[src/design/soc_cfg.svh]
// Width, region map, memory size and debug delay parameters
// for the APB test system

`ifndef SOC_CFG_SVH
`define SOC_CFG_SVH

// APB bus widths
`define SOC_ADDR_WIDTH 32
`define SOC_DATA_WIDTH 32
`define SOC_STRB_WIDTH 4

// Region map
`define ROM_BASE      32'h0000_1000
`define ROM_WORDS     16
`define ROM_SIGNATURE 16'hB007
`define GPIO_BASE     32'h4000_0000
`define SRAM_BASE     32'h8000_0000
`define SRAM_WORDS    1024

// Debug request hold-off after power-on reset, in cycles
`define DEBUG_DELAY_CYCLES 64

`endif

[src/design/reset_debug_ctrl.sv]
// Peripheral reset synchronizer and the startup gate
// for external debug requests

`timescale 1ns/10ps

`include "soc_cfg.svh"

module reset_debug_ctrl (
  input  logic clk_i,
  input  logic rst_ni,
  input  logic ndmreset_i,
  input  logic debug_req_i,
  input  logic debug_en_i,
  output logic periph_rst_no,
  output logic debug_req_o
);

  localparam int unsigned DLY_W = $clog2(`DEBUG_DELAY_CYCLES + 1);

  logic             comb_rst_n;
  logic [1:0]       sync_q;
  logic [DLY_W-1:0] dly_cnt_q;

  // ------------------------------------------------------------------
  // Peripheral reset
  // ------------------------------------------------------------------
  // Asserts at once, releases two edges after both sources go inactive
  assign comb_rst_n = rst_ni && !ndmreset_i;

  always_ff @(posedge clk_i or negedge comb_rst_n) begin
    if (!comb_rst_n) begin
      sync_q <= 2'b00;
    end else begin
      sync_q <= {sync_q[0], 1'b1};
    end
  end

  assign periph_rst_no = sync_q[1];

  // ------------------------------------------------------------------
  // Debug request hold-off
  // ------------------------------------------------------------------
  // Runs on power-on reset only, ndmreset leaves it alone
  always_ff @(posedge clk_i or negedge rst_ni) begin
    if (!rst_ni) begin
      dly_cnt_q <= DLY_W'(`DEBUG_DELAY_CYCLES);
    end else if (dly_cnt_q != '0) begin
      dly_cnt_q <= dly_cnt_q - 1'b1;
    end
  end

  assign debug_req_o = (dly_cnt_q == '0) && debug_en_i && debug_req_i;

endmodule

[config.mk]
export PLATFORM = sky130hd
export DESIGN_NAME = reset_debug_ctrl
export DESIGN_NICKNAME = d
export VERILOG_FILES = /design/src/design/reset_debug_ctrl.sv
export VERILOG_INCLUDE_DIRS = /design/src /design/src/design
export SDC_FILE = /design/constraint.sdc
export NUM_CORES = 1
export LEC_CHECK = 0
export BUFFER_PORTS_ARGS = -buffer_cell sky130_fd_sc_hd__buf_2
export CORE_AREA = 2 2 39 41
export CTS_CLUSTER_DIAMETER = 150
export CTS_CLUSTER_SIZE = 28
export DETAILED_ROUTE_END_ITERATION = 7
export DIE_AREA = 0 0 41 43
export PLACE_DENSITY = 0.6
export SLEW_MARGIN = 20
export SYNTH_ARGS = -nofsm -noshare
export SYNTH_HDL_FRONTEND = slang
export SYNTH_SLANG_ARGS = --single-unit
[constraint.sdc]
create_clock -name clk_i -period 2.36 [get_ports clk_i]
set_input_delay 0.236 -clock clk_i [delete_from_list [all_inputs] [get_ports clk_i]]
set_output_delay 0.236 -clock clk_i [all_outputs]
set_load 0.02 [all_outputs]
==> metrics <==
Final Slew Violations 0; Max IR drop VDD 216 uV; portion of the clock cycle consumed by the worst path in the final layout 0.879; worst setup skew after layout between 0.0006 and 0.0007 ns; status completed; syn nets 42; first drt pass iteration count 2; count of port buffers added during placement 6; overall fraction of global-route tracks in use 0.0867; cell family with most CP delay simple AND/OR/NAND/NOR gates; area growth from synthesis to layout 22.5%; P per Cell Area 535 nW/um^2; arrival time of data at the critical path endpoint around 1.8 ns; post-detailed-route count of antenna-violating nets 0; number of buffers between clock root and the deepest sink 2; Static Leak 0.267 nW; detailed-route DRC error count 0; Std-Cell Rows 14; Data required, critical path ~2.1 ns; vias in the first global route 281; area enclosed by the die boundary 1760 sq um; Synth top area share 0.468; FMAX 482 MHz; Root Buffer sky130_fd_sc_hd__clkbuf_4; number of antenna violations at the first check in global routing 0; number of cells produced by synthesis 35; number of unique standard cell types used by synthesis 16; CORE AREA between 1000 and 1500 sq um; critical register-to-register path startpoint dly_cnt_q[2]$_DFFE_PN0P_; Ports 7; Hold Slack 0.349 ns; area leader, netlist sky130_fd_sc_hd__dfrtp_1; final number of hold-violating endpoints 0; share of cells above drive strength 1 0.319; number of buffers created by CTS 3; Synth area leaders sky130_fd_sc_hd__dfrtp_1 47%, sky130_fd_sc_hd__xnor2_1 8.2%, sky130_fd_sc_hd__dfstp_2 6.1%; detailed placer's ending HPWL between 400 and 500 um; final routed wire length divided by cell count 9.30 um; CP Max Fanout 6; Die Ht 43 um; CP Buf/Inv Count 1; initial DRC count 1; TritonCTS clock tree yes; aggregate routed wire length 586 um; number of sinks driven by the clock tree 9; crit path launch type flip-flop; gr ovfl total 0; global-route wire length before repair 1.01 mm; final count of negative-setup-slack endpoints 0; clock-pin slew of the registers on the worst-case setup and hold paths ~0.050 ns; Avg Inst Size Synth ~12 sq um; Synth warnings 0; origin of the worst setup path dly_cnt_q[2]$_DFFE_PN0P_; path category of the worst min-delay check input pin to async pin; final total negative setup slack 0 ns; number of antenna repair diodes 0; RD Place Congestion between 0.6 and 0.7; Yosys reg bits 9; nature of the critical path endpoint output pin; H-tree depth 1; slowest stage cell on the critical path sky130_fd_sc_hd__dfrtp_1; post-CTS repair timing setup buffer count 0; count of vias placed by the detailed router 267; width of the chip 41 um; type of the setup path with the least slack flip-flop to output pin; cell chain of the critical path or3_4, nor4b_4, and3_2, buf_2; sequential area share after synthesis 0.529; clock latency of the later-clocked register in the worst-skew pair 0.25 ns; longest individual stage delay on the worst path 0.41 ns; routed vias/inst 4.24; largest net degree at the start of global routing 9; Initial Utilization 0.309; Final min period slightly above 2 ns; reported max-cap violation count 0; combined area of all synthesized cells 428 sq um; setup repair after global routing missed its margin no; NumNets Final 55
-- power breakdown --
group | total, mW | switching, mW | internal [mW]
sequential | 0.157 | 0.000440 | 0.156
combinational | 0.0135 | 0.00688 | 0.00665
clock | 0.110 | 0.0455 | 0.0646
-- path summary, 6_finish.rpt --
path                       slack, ns  cells past startpoint                       end
max                             0.29                      4               debug_req_o
min                             0.35                      2  dly_cnt_q[3]$_DFFE_PN0P_
max reg2reg                     0.81                      3  dly_cnt_q[1]$_DFFE_PN0P_
min reg2reg                     0.36                      0       sync_q[1]$_DFF_PN0_
max in group asynchronous       1.61                      3       sync_q[0]$_DFF_PN0_
min in group clk_i              0.36                      0       sync_q[1]$_DFF_PN0_
-- stage by stage --
stage	total power [mW]	instance area (sq um)	cells	utilization	worst slack, ns
after floorplan	0.164	428	35	-	0.701
after global placement	0.170	478	57	0.345	0.575
after detailed placement	0.171	478	57	0.345	0.549
after CTS	0.288	524	63	0.379	0.269
after global routing	0.297	524	63	0.379	0.164
final	0.280	524	63	0.379	0.286
-- state kept, by name, indices dropped and copies added (netlist names) --
register,cells
dly_cnt_q,7
sync_q,2
-- cell usage after synthesis, drive strengths merged --
cell type / count
dfrtp: 8
nor2: 4
xnor2: 4
inv: 3
ha: 2
mux2: 2
nor3: 2
nor3b: 2
a21oi: 1
and3: 1
conb: 1
dfstp: 1
mux2i: 1
nor2b: 1
nor4b: 1
or3: 1
-- final cells by class --
cell class / instances / area, sq um
inverter: 3 / 11.3
multi-input combinational: 23 / 190
fill: 148 / 860
tap: 16 / 20.0
clock buffer: 4 / 26.3
sequential: 9 / 226
timing repair buffer: 8 / 50.0
-- timing repair --
item,CTS,global route
hold buffers,2,0
gates resized for setup,0,0
hold endpoints to repair,8,0
-- placed cells by master (no fill, tap or decap), types with 2 or more instances in the layout --
| cell | count |
|---|---|
| sky130_fd_sc_hd__inv_1 | 3 |
| sky130_fd_sc_hd__nor2_1 | 4 |
| sky130_fd_sc_hd__nor3b_1 | 2 |
| sky130_fd_sc_hd__ha_1 | 2 |
| sky130_fd_sc_hd__xnor2_1 | 4 |
| sky130_fd_sc_hd__dlygate4sd3_1 | 2 |
| sky130_fd_sc_hd__nor3_1 | 2 |
| sky130_fd_sc_hd__mux2_2 | 2 |
| sky130_fd_sc_hd__buf_2 | 6 |
| sky130_fd_sc_hd__dfrtp_1 | 8 |
| sky130_fd_sc_hd__clkbuf_4 | 3 |
-- routing by layer --
metal	track usage	vias to the layer above	routed length [um]
met4	0.0800	0	0
li1	-	138	-
met5	0	-	0
met1	0.105	128	268
met3	0.0157	0	6
met2	0.122	1	311
-- logic make-up after synthesis --
kind of cell | Yosys count | synth area share
fa+ha+maj | 2 | 0.0585
other cells | 1 | 0.00876
mux | 3 | 0.0760
buf+inv | 3 | 0.0263
xor+xnor | 4 | 0.0819
simple gates | 12 | 0.208
compound gates | 1 | 0.0117
flops | 9 | 0.529
Note: power is estimated with default switching activity, not from simulation.
