[config.mk]
export PLATFORM = sky130hd
export DESIGN_NAME = apb_addr_decoder_flat
export DESIGN_NICKNAME = d
export VERILOG_FILES = /design/src/design/soc_pkg.sv /design/src/design/apb_if.sv /design/src/design/apb_addr_decoder.sv /design/src/flat_wrapper.sv
export VERILOG_INCLUDE_DIRS = /design/src /design/src/design
export SDC_FILE = /design/constraint.sdc
export NUM_CORES = 1
export LEC_CHECK = 0
export BUFFER_PORTS_ARGS = -buffer_cell sky130_fd_sc_hd__clkbuf_2
export CAP_MARGIN = 20
export CORE_AREA = 2 2 122 124
export DETAILED_ROUTE_END_ITERATION = 12
export DIE_AREA = 0 0 124 126
export GPL_TIMING_DRIVEN = 0
export MAX_ROUTING_LAYER = met4
export PLACE_DENSITY_LB_ADDON = 0.08
export SETUP_SLACK_MARGIN = 0.15
export SLEW_MARGIN = 20
export SYNTH_ARGS = -nofsm -noshare
export SYNTH_HDL_FRONTEND = slang
export SYNTH_SLANG_ARGS = --single-unit
[constraint.sdc]
create_clock -name clk_i -period 1.1 [get_ports clk_i]
set_input_delay 0.11 -clock clk_i [delete_from_list [all_inputs] [get_ports clk_i]]
set_output_delay 0.11 -clock clk_i [all_outputs]
set_load 0.005 [all_outputs]
[src/design/soc_cfg.svh]
// Width, region map, memory size and debug delay parameters
// for the APB test system

`ifndef SOC_CFG_SVH
`define SOC_CFG_SVH

// APB bus widths
`define SOC_ADDR_WIDTH 32
`define SOC_DATA_WIDTH 32
`define SOC_STRB_WIDTH 4

// Region map
`define ROM_BASE      32'h0000_1000
`define ROM_WORDS     16
`define ROM_SIGNATURE 16'hB007
`define GPIO_BASE     32'h4000_0000
`define SRAM_BASE     32'h8000_0000
`define SRAM_WORDS    1024

// Debug request hold-off after power-on reset, in cycles
`define DEBUG_DELAY_CYCLES 64

`endif

[src/design/soc_pkg.sv]
// Shared types: address regions, the two-view APB address word
// and the beat counter type

`include "soc_cfg.svh"

package soc_pkg;

  // Region tag is the top nibble of the address
  typedef enum logic [3:0] {
    REGION_ROM  = 4'h0,
    REGION_GPIO = 4'h4,
    REGION_SRAM = 4'h8
  } region_e;

  typedef struct packed {
    region_e                      tag;
    logic [`SOC_ADDR_WIDTH-5:0]   offset;
  } paddr_part_t;

  // Same address word, either raw or split into tag and byte offset
  typedef union packed {
    logic [`SOC_ADDR_WIDTH-1:0] raw;
    paddr_part_t                part;
  } paddr_u;

  // Completed beat counter, wraps on overflow
  typedef logic [31:0] count_t;

endpackage

[src/design/apb_if.sv]
// APB bus interface with requester and completer modports

`timescale 1ns/10ps

`include "soc_cfg.svh"

interface apb_if import soc_pkg::*; ();

  // Request side
  logic                       psel;
  logic                       penable;
  logic                       pwrite;
  paddr_u                     paddr;
  logic [`SOC_DATA_WIDTH-1:0] pwdata;
  logic [`SOC_STRB_WIDTH-1:0] pstrb;

  // Response side, valid while pready is high
  logic [`SOC_DATA_WIDTH-1:0] prdata;
  logic                       pready;
  logic                       pslverr;

  modport requester (
    output psel, penable, pwrite, paddr, pwdata, pstrb,
    input  prdata, pready, pslverr
  );

  modport completer (
    input  psel, penable, pwrite, paddr, pwdata, pstrb,
    output prdata, pready, pslverr
  );

endinterface

[src/design/apb_addr_decoder.sv]
// APB address decoder: region lookup, routing to ROM or SRAM,
// and the local error response for illegal accesses

`timescale 1ns/10ps

`include "soc_cfg.svh"

module apb_addr_decoder import soc_pkg::*; (
  input  logic                       clk_i,
  input  logic                       rst_ni,
  input  logic                       psel_i,
  input  logic                       penable_i,
  input  logic                       pwrite_i,
  input  logic [`SOC_ADDR_WIDTH-1:0] paddr_i,
  input  logic [`SOC_DATA_WIDTH-1:0] pwdata_i,
  input  logic [`SOC_STRB_WIDTH-1:0] pstrb_i,
  output logic [`SOC_DATA_WIDTH-1:0] prdata_o,
  output logic                       pready_o,
  output logic                       pslverr_o,
  apb_if.requester                   rom_bus,
  apb_if.requester                   sram_bus
);

  localparam logic [`SOC_ADDR_WIDTH-1:0] ROM_BASE_W = `ROM_BASE;
  localparam int unsigned OFF_W = `SOC_ADDR_WIDTH - 4;
  localparam logic [OFF_W-1:0] ROM_LIMIT  = OFF_W'(`ROM_WORDS * 4);
  localparam logic [OFF_W-1:0] SRAM_LIMIT = OFF_W'(`SRAM_WORDS * 4);

  paddr_u           addr;
  logic [OFF_W-1:0] rom_off;
  logic             rom_hit;
  logic             sram_hit;
  logic             rom_sel_q;
  logic             sram_sel_q;

  // ------------------------------------------------------------------
  // Region decode
  // ------------------------------------------------------------------
  assign addr    = paddr_i;
  // Offsets below the ROM base wrap and fail the limit check
  assign rom_off = addr.part.offset - ROM_BASE_W[OFF_W-1:0];

  // ROM is read only, a write falls through to the error path
  assign rom_hit  = (addr.part.tag == REGION_ROM) && (rom_off < ROM_LIMIT) && !pwrite_i;
  assign sram_hit = (addr.part.tag == REGION_SRAM) && (addr.part.offset < SRAM_LIMIT);

  // Selection is captured in the setup cycle and steers the response
  always_ff @(posedge clk_i or negedge rst_ni) begin
    if (!rst_ni) begin
      rom_sel_q  <= 1'b0;
      sram_sel_q <= 1'b0;
    end else if (psel_i && !penable_i) begin
      rom_sel_q  <= rom_hit;
      sram_sel_q <= sram_hit;
    end
  end

  // ------------------------------------------------------------------
  // Request routing, psel only to the addressed slave
  // ------------------------------------------------------------------
  assign rom_bus.psel    = psel_i && rom_hit;
  assign rom_bus.penable = penable_i;
  assign rom_bus.pwrite  = pwrite_i;
  assign rom_bus.paddr   = addr;
  assign rom_bus.pwdata  = pwdata_i;
  assign rom_bus.pstrb   = pstrb_i;

  assign sram_bus.psel    = psel_i && sram_hit;
  assign sram_bus.penable = penable_i;
  assign sram_bus.pwrite  = pwrite_i;
  assign sram_bus.paddr   = addr;
  assign sram_bus.pwdata  = pwdata_i;
  assign sram_bus.pstrb   = pstrb_i;

  // ------------------------------------------------------------------
  // Response mux
  // ------------------------------------------------------------------
  always_comb begin
    prdata_o  = '0;
    pready_o  = 1'b0;
    pslverr_o = 1'b0;
    if (psel_i && penable_i) begin
      if (rom_sel_q) begin
        prdata_o  = rom_bus.prdata;
        pready_o  = rom_bus.pready;
        pslverr_o = rom_bus.pslverr;
      end else if (sram_sel_q) begin
        prdata_o  = sram_bus.prdata;
        pready_o  = sram_bus.pready;
        pslverr_o = sram_bus.pslverr;
      end else begin
        // Unmapped, GPIO, out of range or ROM write
        pready_o  = 1'b1;
        pslverr_o = 1'b1;
      end
    end
  end

endmodule

[src/flat_wrapper.sv]
// flat-port wrapper written by rule: the top's interface ports become plain ports
module apb_addr_decoder_flat import soc_pkg::*;
  (clk_i, rst_ni, psel_i, penable_i, pwrite_i, paddr_i, pwdata_i, pstrb_i, prdata_o, pready_o, pslverr_o, rom_bus_psel, rom_bus_penable, rom_bus_pwrite, rom_bus_paddr, rom_bus_pwdata, rom_bus_pstrb, rom_bus_prdata, rom_bus_pready, rom_bus_pslverr, sram_bus_psel, sram_bus_penable, sram_bus_pwrite, sram_bus_paddr, sram_bus_pwdata, sram_bus_pstrb, sram_bus_prdata, sram_bus_pready, sram_bus_pslverr);
  apb_if rom_bus_i ();
  apb_if sram_bus_i ();
  input  logic clk_i;
  input  logic rst_ni;
  input  logic psel_i;
  input  logic penable_i;
  input  logic pwrite_i;
  input  logic [`SOC_ADDR_WIDTH-1:0] paddr_i;
  input  logic [`SOC_DATA_WIDTH-1:0] pwdata_i;
  input  logic [`SOC_STRB_WIDTH-1:0] pstrb_i;
  output logic [`SOC_DATA_WIDTH-1:0] prdata_o;
  output logic pready_o;
  output logic pslverr_o;
  output wire logic [$bits(rom_bus_i.psel)-1:0] rom_bus_psel;
  output wire logic [$bits(rom_bus_i.penable)-1:0] rom_bus_penable;
  output wire logic [$bits(rom_bus_i.pwrite)-1:0] rom_bus_pwrite;
  output wire logic [$bits(rom_bus_i.paddr)-1:0] rom_bus_paddr;
  output wire logic [$bits(rom_bus_i.pwdata)-1:0] rom_bus_pwdata;
  output wire logic [$bits(rom_bus_i.pstrb)-1:0] rom_bus_pstrb;
  input wire logic [$bits(rom_bus_i.prdata)-1:0] rom_bus_prdata;
  input wire logic [$bits(rom_bus_i.pready)-1:0] rom_bus_pready;
  input wire logic [$bits(rom_bus_i.pslverr)-1:0] rom_bus_pslverr;
  output wire logic [$bits(sram_bus_i.psel)-1:0] sram_bus_psel;
  output wire logic [$bits(sram_bus_i.penable)-1:0] sram_bus_penable;
  output wire logic [$bits(sram_bus_i.pwrite)-1:0] sram_bus_pwrite;
  output wire logic [$bits(sram_bus_i.paddr)-1:0] sram_bus_paddr;
  output wire logic [$bits(sram_bus_i.pwdata)-1:0] sram_bus_pwdata;
  output wire logic [$bits(sram_bus_i.pstrb)-1:0] sram_bus_pstrb;
  input wire logic [$bits(sram_bus_i.prdata)-1:0] sram_bus_prdata;
  input wire logic [$bits(sram_bus_i.pready)-1:0] sram_bus_pready;
  input wire logic [$bits(sram_bus_i.pslverr)-1:0] sram_bus_pslverr;
  assign rom_bus_psel = rom_bus_i.psel;
  assign rom_bus_penable = rom_bus_i.penable;
  assign rom_bus_pwrite = rom_bus_i.pwrite;
  assign rom_bus_paddr = rom_bus_i.paddr;
  assign rom_bus_pwdata = rom_bus_i.pwdata;
  assign rom_bus_pstrb = rom_bus_i.pstrb;
  assign rom_bus_i.prdata = rom_bus_prdata;
  assign rom_bus_i.pready = rom_bus_pready;
  assign rom_bus_i.pslverr = rom_bus_pslverr;
  assign sram_bus_psel = sram_bus_i.psel;
  assign sram_bus_penable = sram_bus_i.penable;
  assign sram_bus_pwrite = sram_bus_i.pwrite;
  assign sram_bus_paddr = sram_bus_i.paddr;
  assign sram_bus_pwdata = sram_bus_i.pwdata;
  assign sram_bus_pstrb = sram_bus_i.pstrb;
  assign sram_bus_i.prdata = sram_bus_prdata;
  assign sram_bus_i.pready = sram_bus_pready;
  assign sram_bus_i.pslverr = sram_bus_pslverr;
  apb_addr_decoder u_core (.clk_i(clk_i), .rst_ni(rst_ni), .psel_i(psel_i), .penable_i(penable_i), .pwrite_i(pwrite_i), .paddr_i(paddr_i), .pwdata_i(pwdata_i), .pstrb_i(pstrb_i), .prdata_o(prdata_o), .pready_o(pready_o), .pslverr_o(pslverr_o), .rom_bus(rom_bus_i), .sram_bus(sram_bus_i));
endmodule
==> results.json <==
{
  "status": "finished with violations",
  "violations": "negative setup slack",
  "routed_wl_microns": 8728,
  "dpl.hpwl_microns": 7680,
  "skew_ns": 0,
  "synth-seq-cells": 2,
  "via_count": 2562,
  "ant_nets": 0,
  "ff2ff_path_depth": 3,
  "clock_path_buffers": 2,
  "wire_per_inst_microns": 11.97,
  "overflow": 0,
  "track_usage_pct": 10.03,
  "drv_slew": 0,
  "insertion_delay_ns": 0.22,
  "rsz0062_at_grt": "yes",
  "cts_max_level": 1,
  "die_x_microns": 124,
  "num-nets-final": 688,
  "startpoint_type": "register",
  "synth-seq-area-share_pct": 2.878,
  "die_area_sq_um": 15620,
  "root_buffer": "clkbuf_16",
  "crit_fanout": 6,
  "critical_path.top_delay_family": "buffers and inverters",
  "die_height_microns": 126,
  "hold_viol_final": 0,
  "viasPerCell": 3.514,
  "ios": 317,
  "tritoncts": "done",
  "instances_no_fill": 729,
  "cp.depth": 8,
  "grt_max_degree": 11,
  "crit_path_top_delay_cell": "dfrtp_1",
  "max_cap_viol_count": 0,
  "start_util_pct": 12.15,
  "cp.required_ns": 0.99,
  "grt_pass1_wl_microns": 11880,
  "grt_pass1_vias": 2456,
  "area_growth_pct": 123.7,
  "tightestPinTransition_ns": 0.4495,
  "place_congestion": 0.6977,
  "dr.pass1.iters": 4,
  "slew_headroom_pct": 70.04,
  "worst_slack_ns": -0.4539,
  "power_density_nw_per_um2": 413.0,
  "setup_violations": 36,
  "critical_path.endpoint_type": "output pin",
  "final_cell_mix": "242 x clkbuf_2, 151 x buf_4, 36 x nor2_1, 28 x buf_2, 16 x a22oi_2",
  "drive_gt1_share_pct": 86.42,
  "drc_errors": 0,
  "critical_path_buf_inv_count": 5,
  "synth_area_sq_um": 1739,
  "slowest_delay_ns": 0.37,
  "max_freq_mhz": 643.6,
  "final_common_cell": "clkbuf_2",
  "cts.sinks": 2,
  "diodes": 0,
  "path_class": "reg2out",
  "cp.arrival_ns": 1.44,
  "synthDistinctLibCells": 21,
  "portBuffers": 274,
  "leakage_nw": 2.255,
  "core_sq_um": 14310,
  "ir_worst_vdd_mv": 0.3202,
  "clk_pin_slew_worst_paths_ns": 0.03,
  "synth.avg_cell_area_sq_um": 6.929,
  "min_path_type": "in2async",
  "finalPower_mw": 1.607,
  "ys_warn_count": 0,
  "antenna_found_initial": 0,
  "path_cells": "buf_6 -> nor2b_4 -> buf_8 -> buf_12 -> buf_16 -> a22oi_2 -> nor2_1 -> buf_2",
  "dpl.cell_count": 709,
  "num_rows": 44,
  "synth_nets": 392,
  "hold_slack_ns": 0.2402,
  "cts_buffers": 3,
  "min_period_ns": 1.554,
  "period_share_pct": 141.3,
  "drt-initial-drc-count": 67,
  "syn_inst": 251
}
==> layer usage <==
layer	global-route usage, %	vias to the layer above	wire, microns	share of wire, %
met2	20.91	159	4976	57
met4	2.842	0	114	1.3
met1	8.582	1110	2611	30
met5	-	-	0	0
met3	2.129	6	1026	12
li1	-	1287	-	-
==> cells by family after synthesis <==
| family | after synthesis | share of synthesized area [%] |
|---|---|---|
| flops | 2 | 2.878 |
| buf+inv | 156 | 64.75 |
| simple gates | 56 | 16.12 |
| xor+xnor | 1 | 0.5037 |
| compound gates | 35 | 15.11 |
| mux | 1 | 0.6474 |
==> flip-flops by register name, summed over array words and instances, names as in the netlist <==
name / flops
u_core.rom_sel_q: 1
u_core.sram_sel_q: 1
==> path summary, 6_finish.rpt <==
check                                         startpoint                             to  slack (ns)
max                         u_core.rom_sel_q$_DFFE_PN0P_                   prdata_o[19]       -0.45
min                                               rst_ni   u_core.rom_sel_q$_DFFE_PN0P_        0.24
max reg2reg                 u_core.rom_sel_q$_DFFE_PN0P_   u_core.rom_sel_q$_DFFE_PN0P_        0.08
min reg2reg                u_core.sram_sel_q$_DFFE_PN0P_  u_core.sram_sel_q$_DFFE_PN0P_        0.70
max in group asynchronous                         rst_ni  u_core.sram_sel_q$_DFFE_PN0P_        0.76
min in group clk_i                                psel_i  u_core.sram_sel_q$_DFFE_PN0P_        0.33
==> layout make-up <==
cell class / instances / area [sq um]
clock buffers: 3 / 75.07
well taps: 184 / 230.2
multi-input cells: 93 / 726.9
plain buffers: 151 / 1192
fillers: 1622 / 10420
inverters: 5 / 18.77
flip-flops and latches: 2 / 50.05
repair buffers: 291 / 1597
==> metrics by stage <==
| step | setup TNS (ns) | utilization [%] | setup slack, ns | area [sq um] |
|---|---|---|---|---|
| final | -13.94 | 27.18 | -0.4539 | 3890 |
| after CTS | -14.56 | 26.63 | -0.4724 | 3812 |
| after floorplan | -0.9033 | - | -0.03573 | 1774 |
| after detailed placement | -9.824 | 23.58 | -0.3927 | 3376 |
| after global placement | -9.238 | 23.58 | -0.3402 | 3376 |
| after global routing | -16.43 | 27.18 | -0.5267 | 3890 |
==> cell usage after synthesis, drive strengths merged <==
master  instances  area share (%)
a21oi           1            0.29
a221oi          2             1.0
a22oi          31              13
and2            1            0.36
buf           146              63
clkbuf          5             1.1
dfrtp           2             2.9
inv             5             1.1
mux2            1            0.65
nand2           5             1.1
nand2b          1            0.36
nand3           4             1.2
nor2           36             7.8
nor2b           1            0.36
nor3            2            0.58
nor4            6             4.5
o31ai           1            0.43
xor2            1            0.50
==> where the power goes <==
part	switching [mW]	internal [mW]	leakage, nW
clock network	0.0803	0.462	0.0370
registers	0.0000000540	0.0742	0.0280
logic	0.349	0.641	2.19
==> what timing repair did <==
item,CTS,global route
hold buffers,1,0
endpoints found under the setup margin,38,38
resized for setup,41,44
endpoints found under the hold margin,2,0
cloned,2,1
pin swaps,10,7
buffers inserted,12,1
Note: power is estimated with default switching activity, not from simulation.
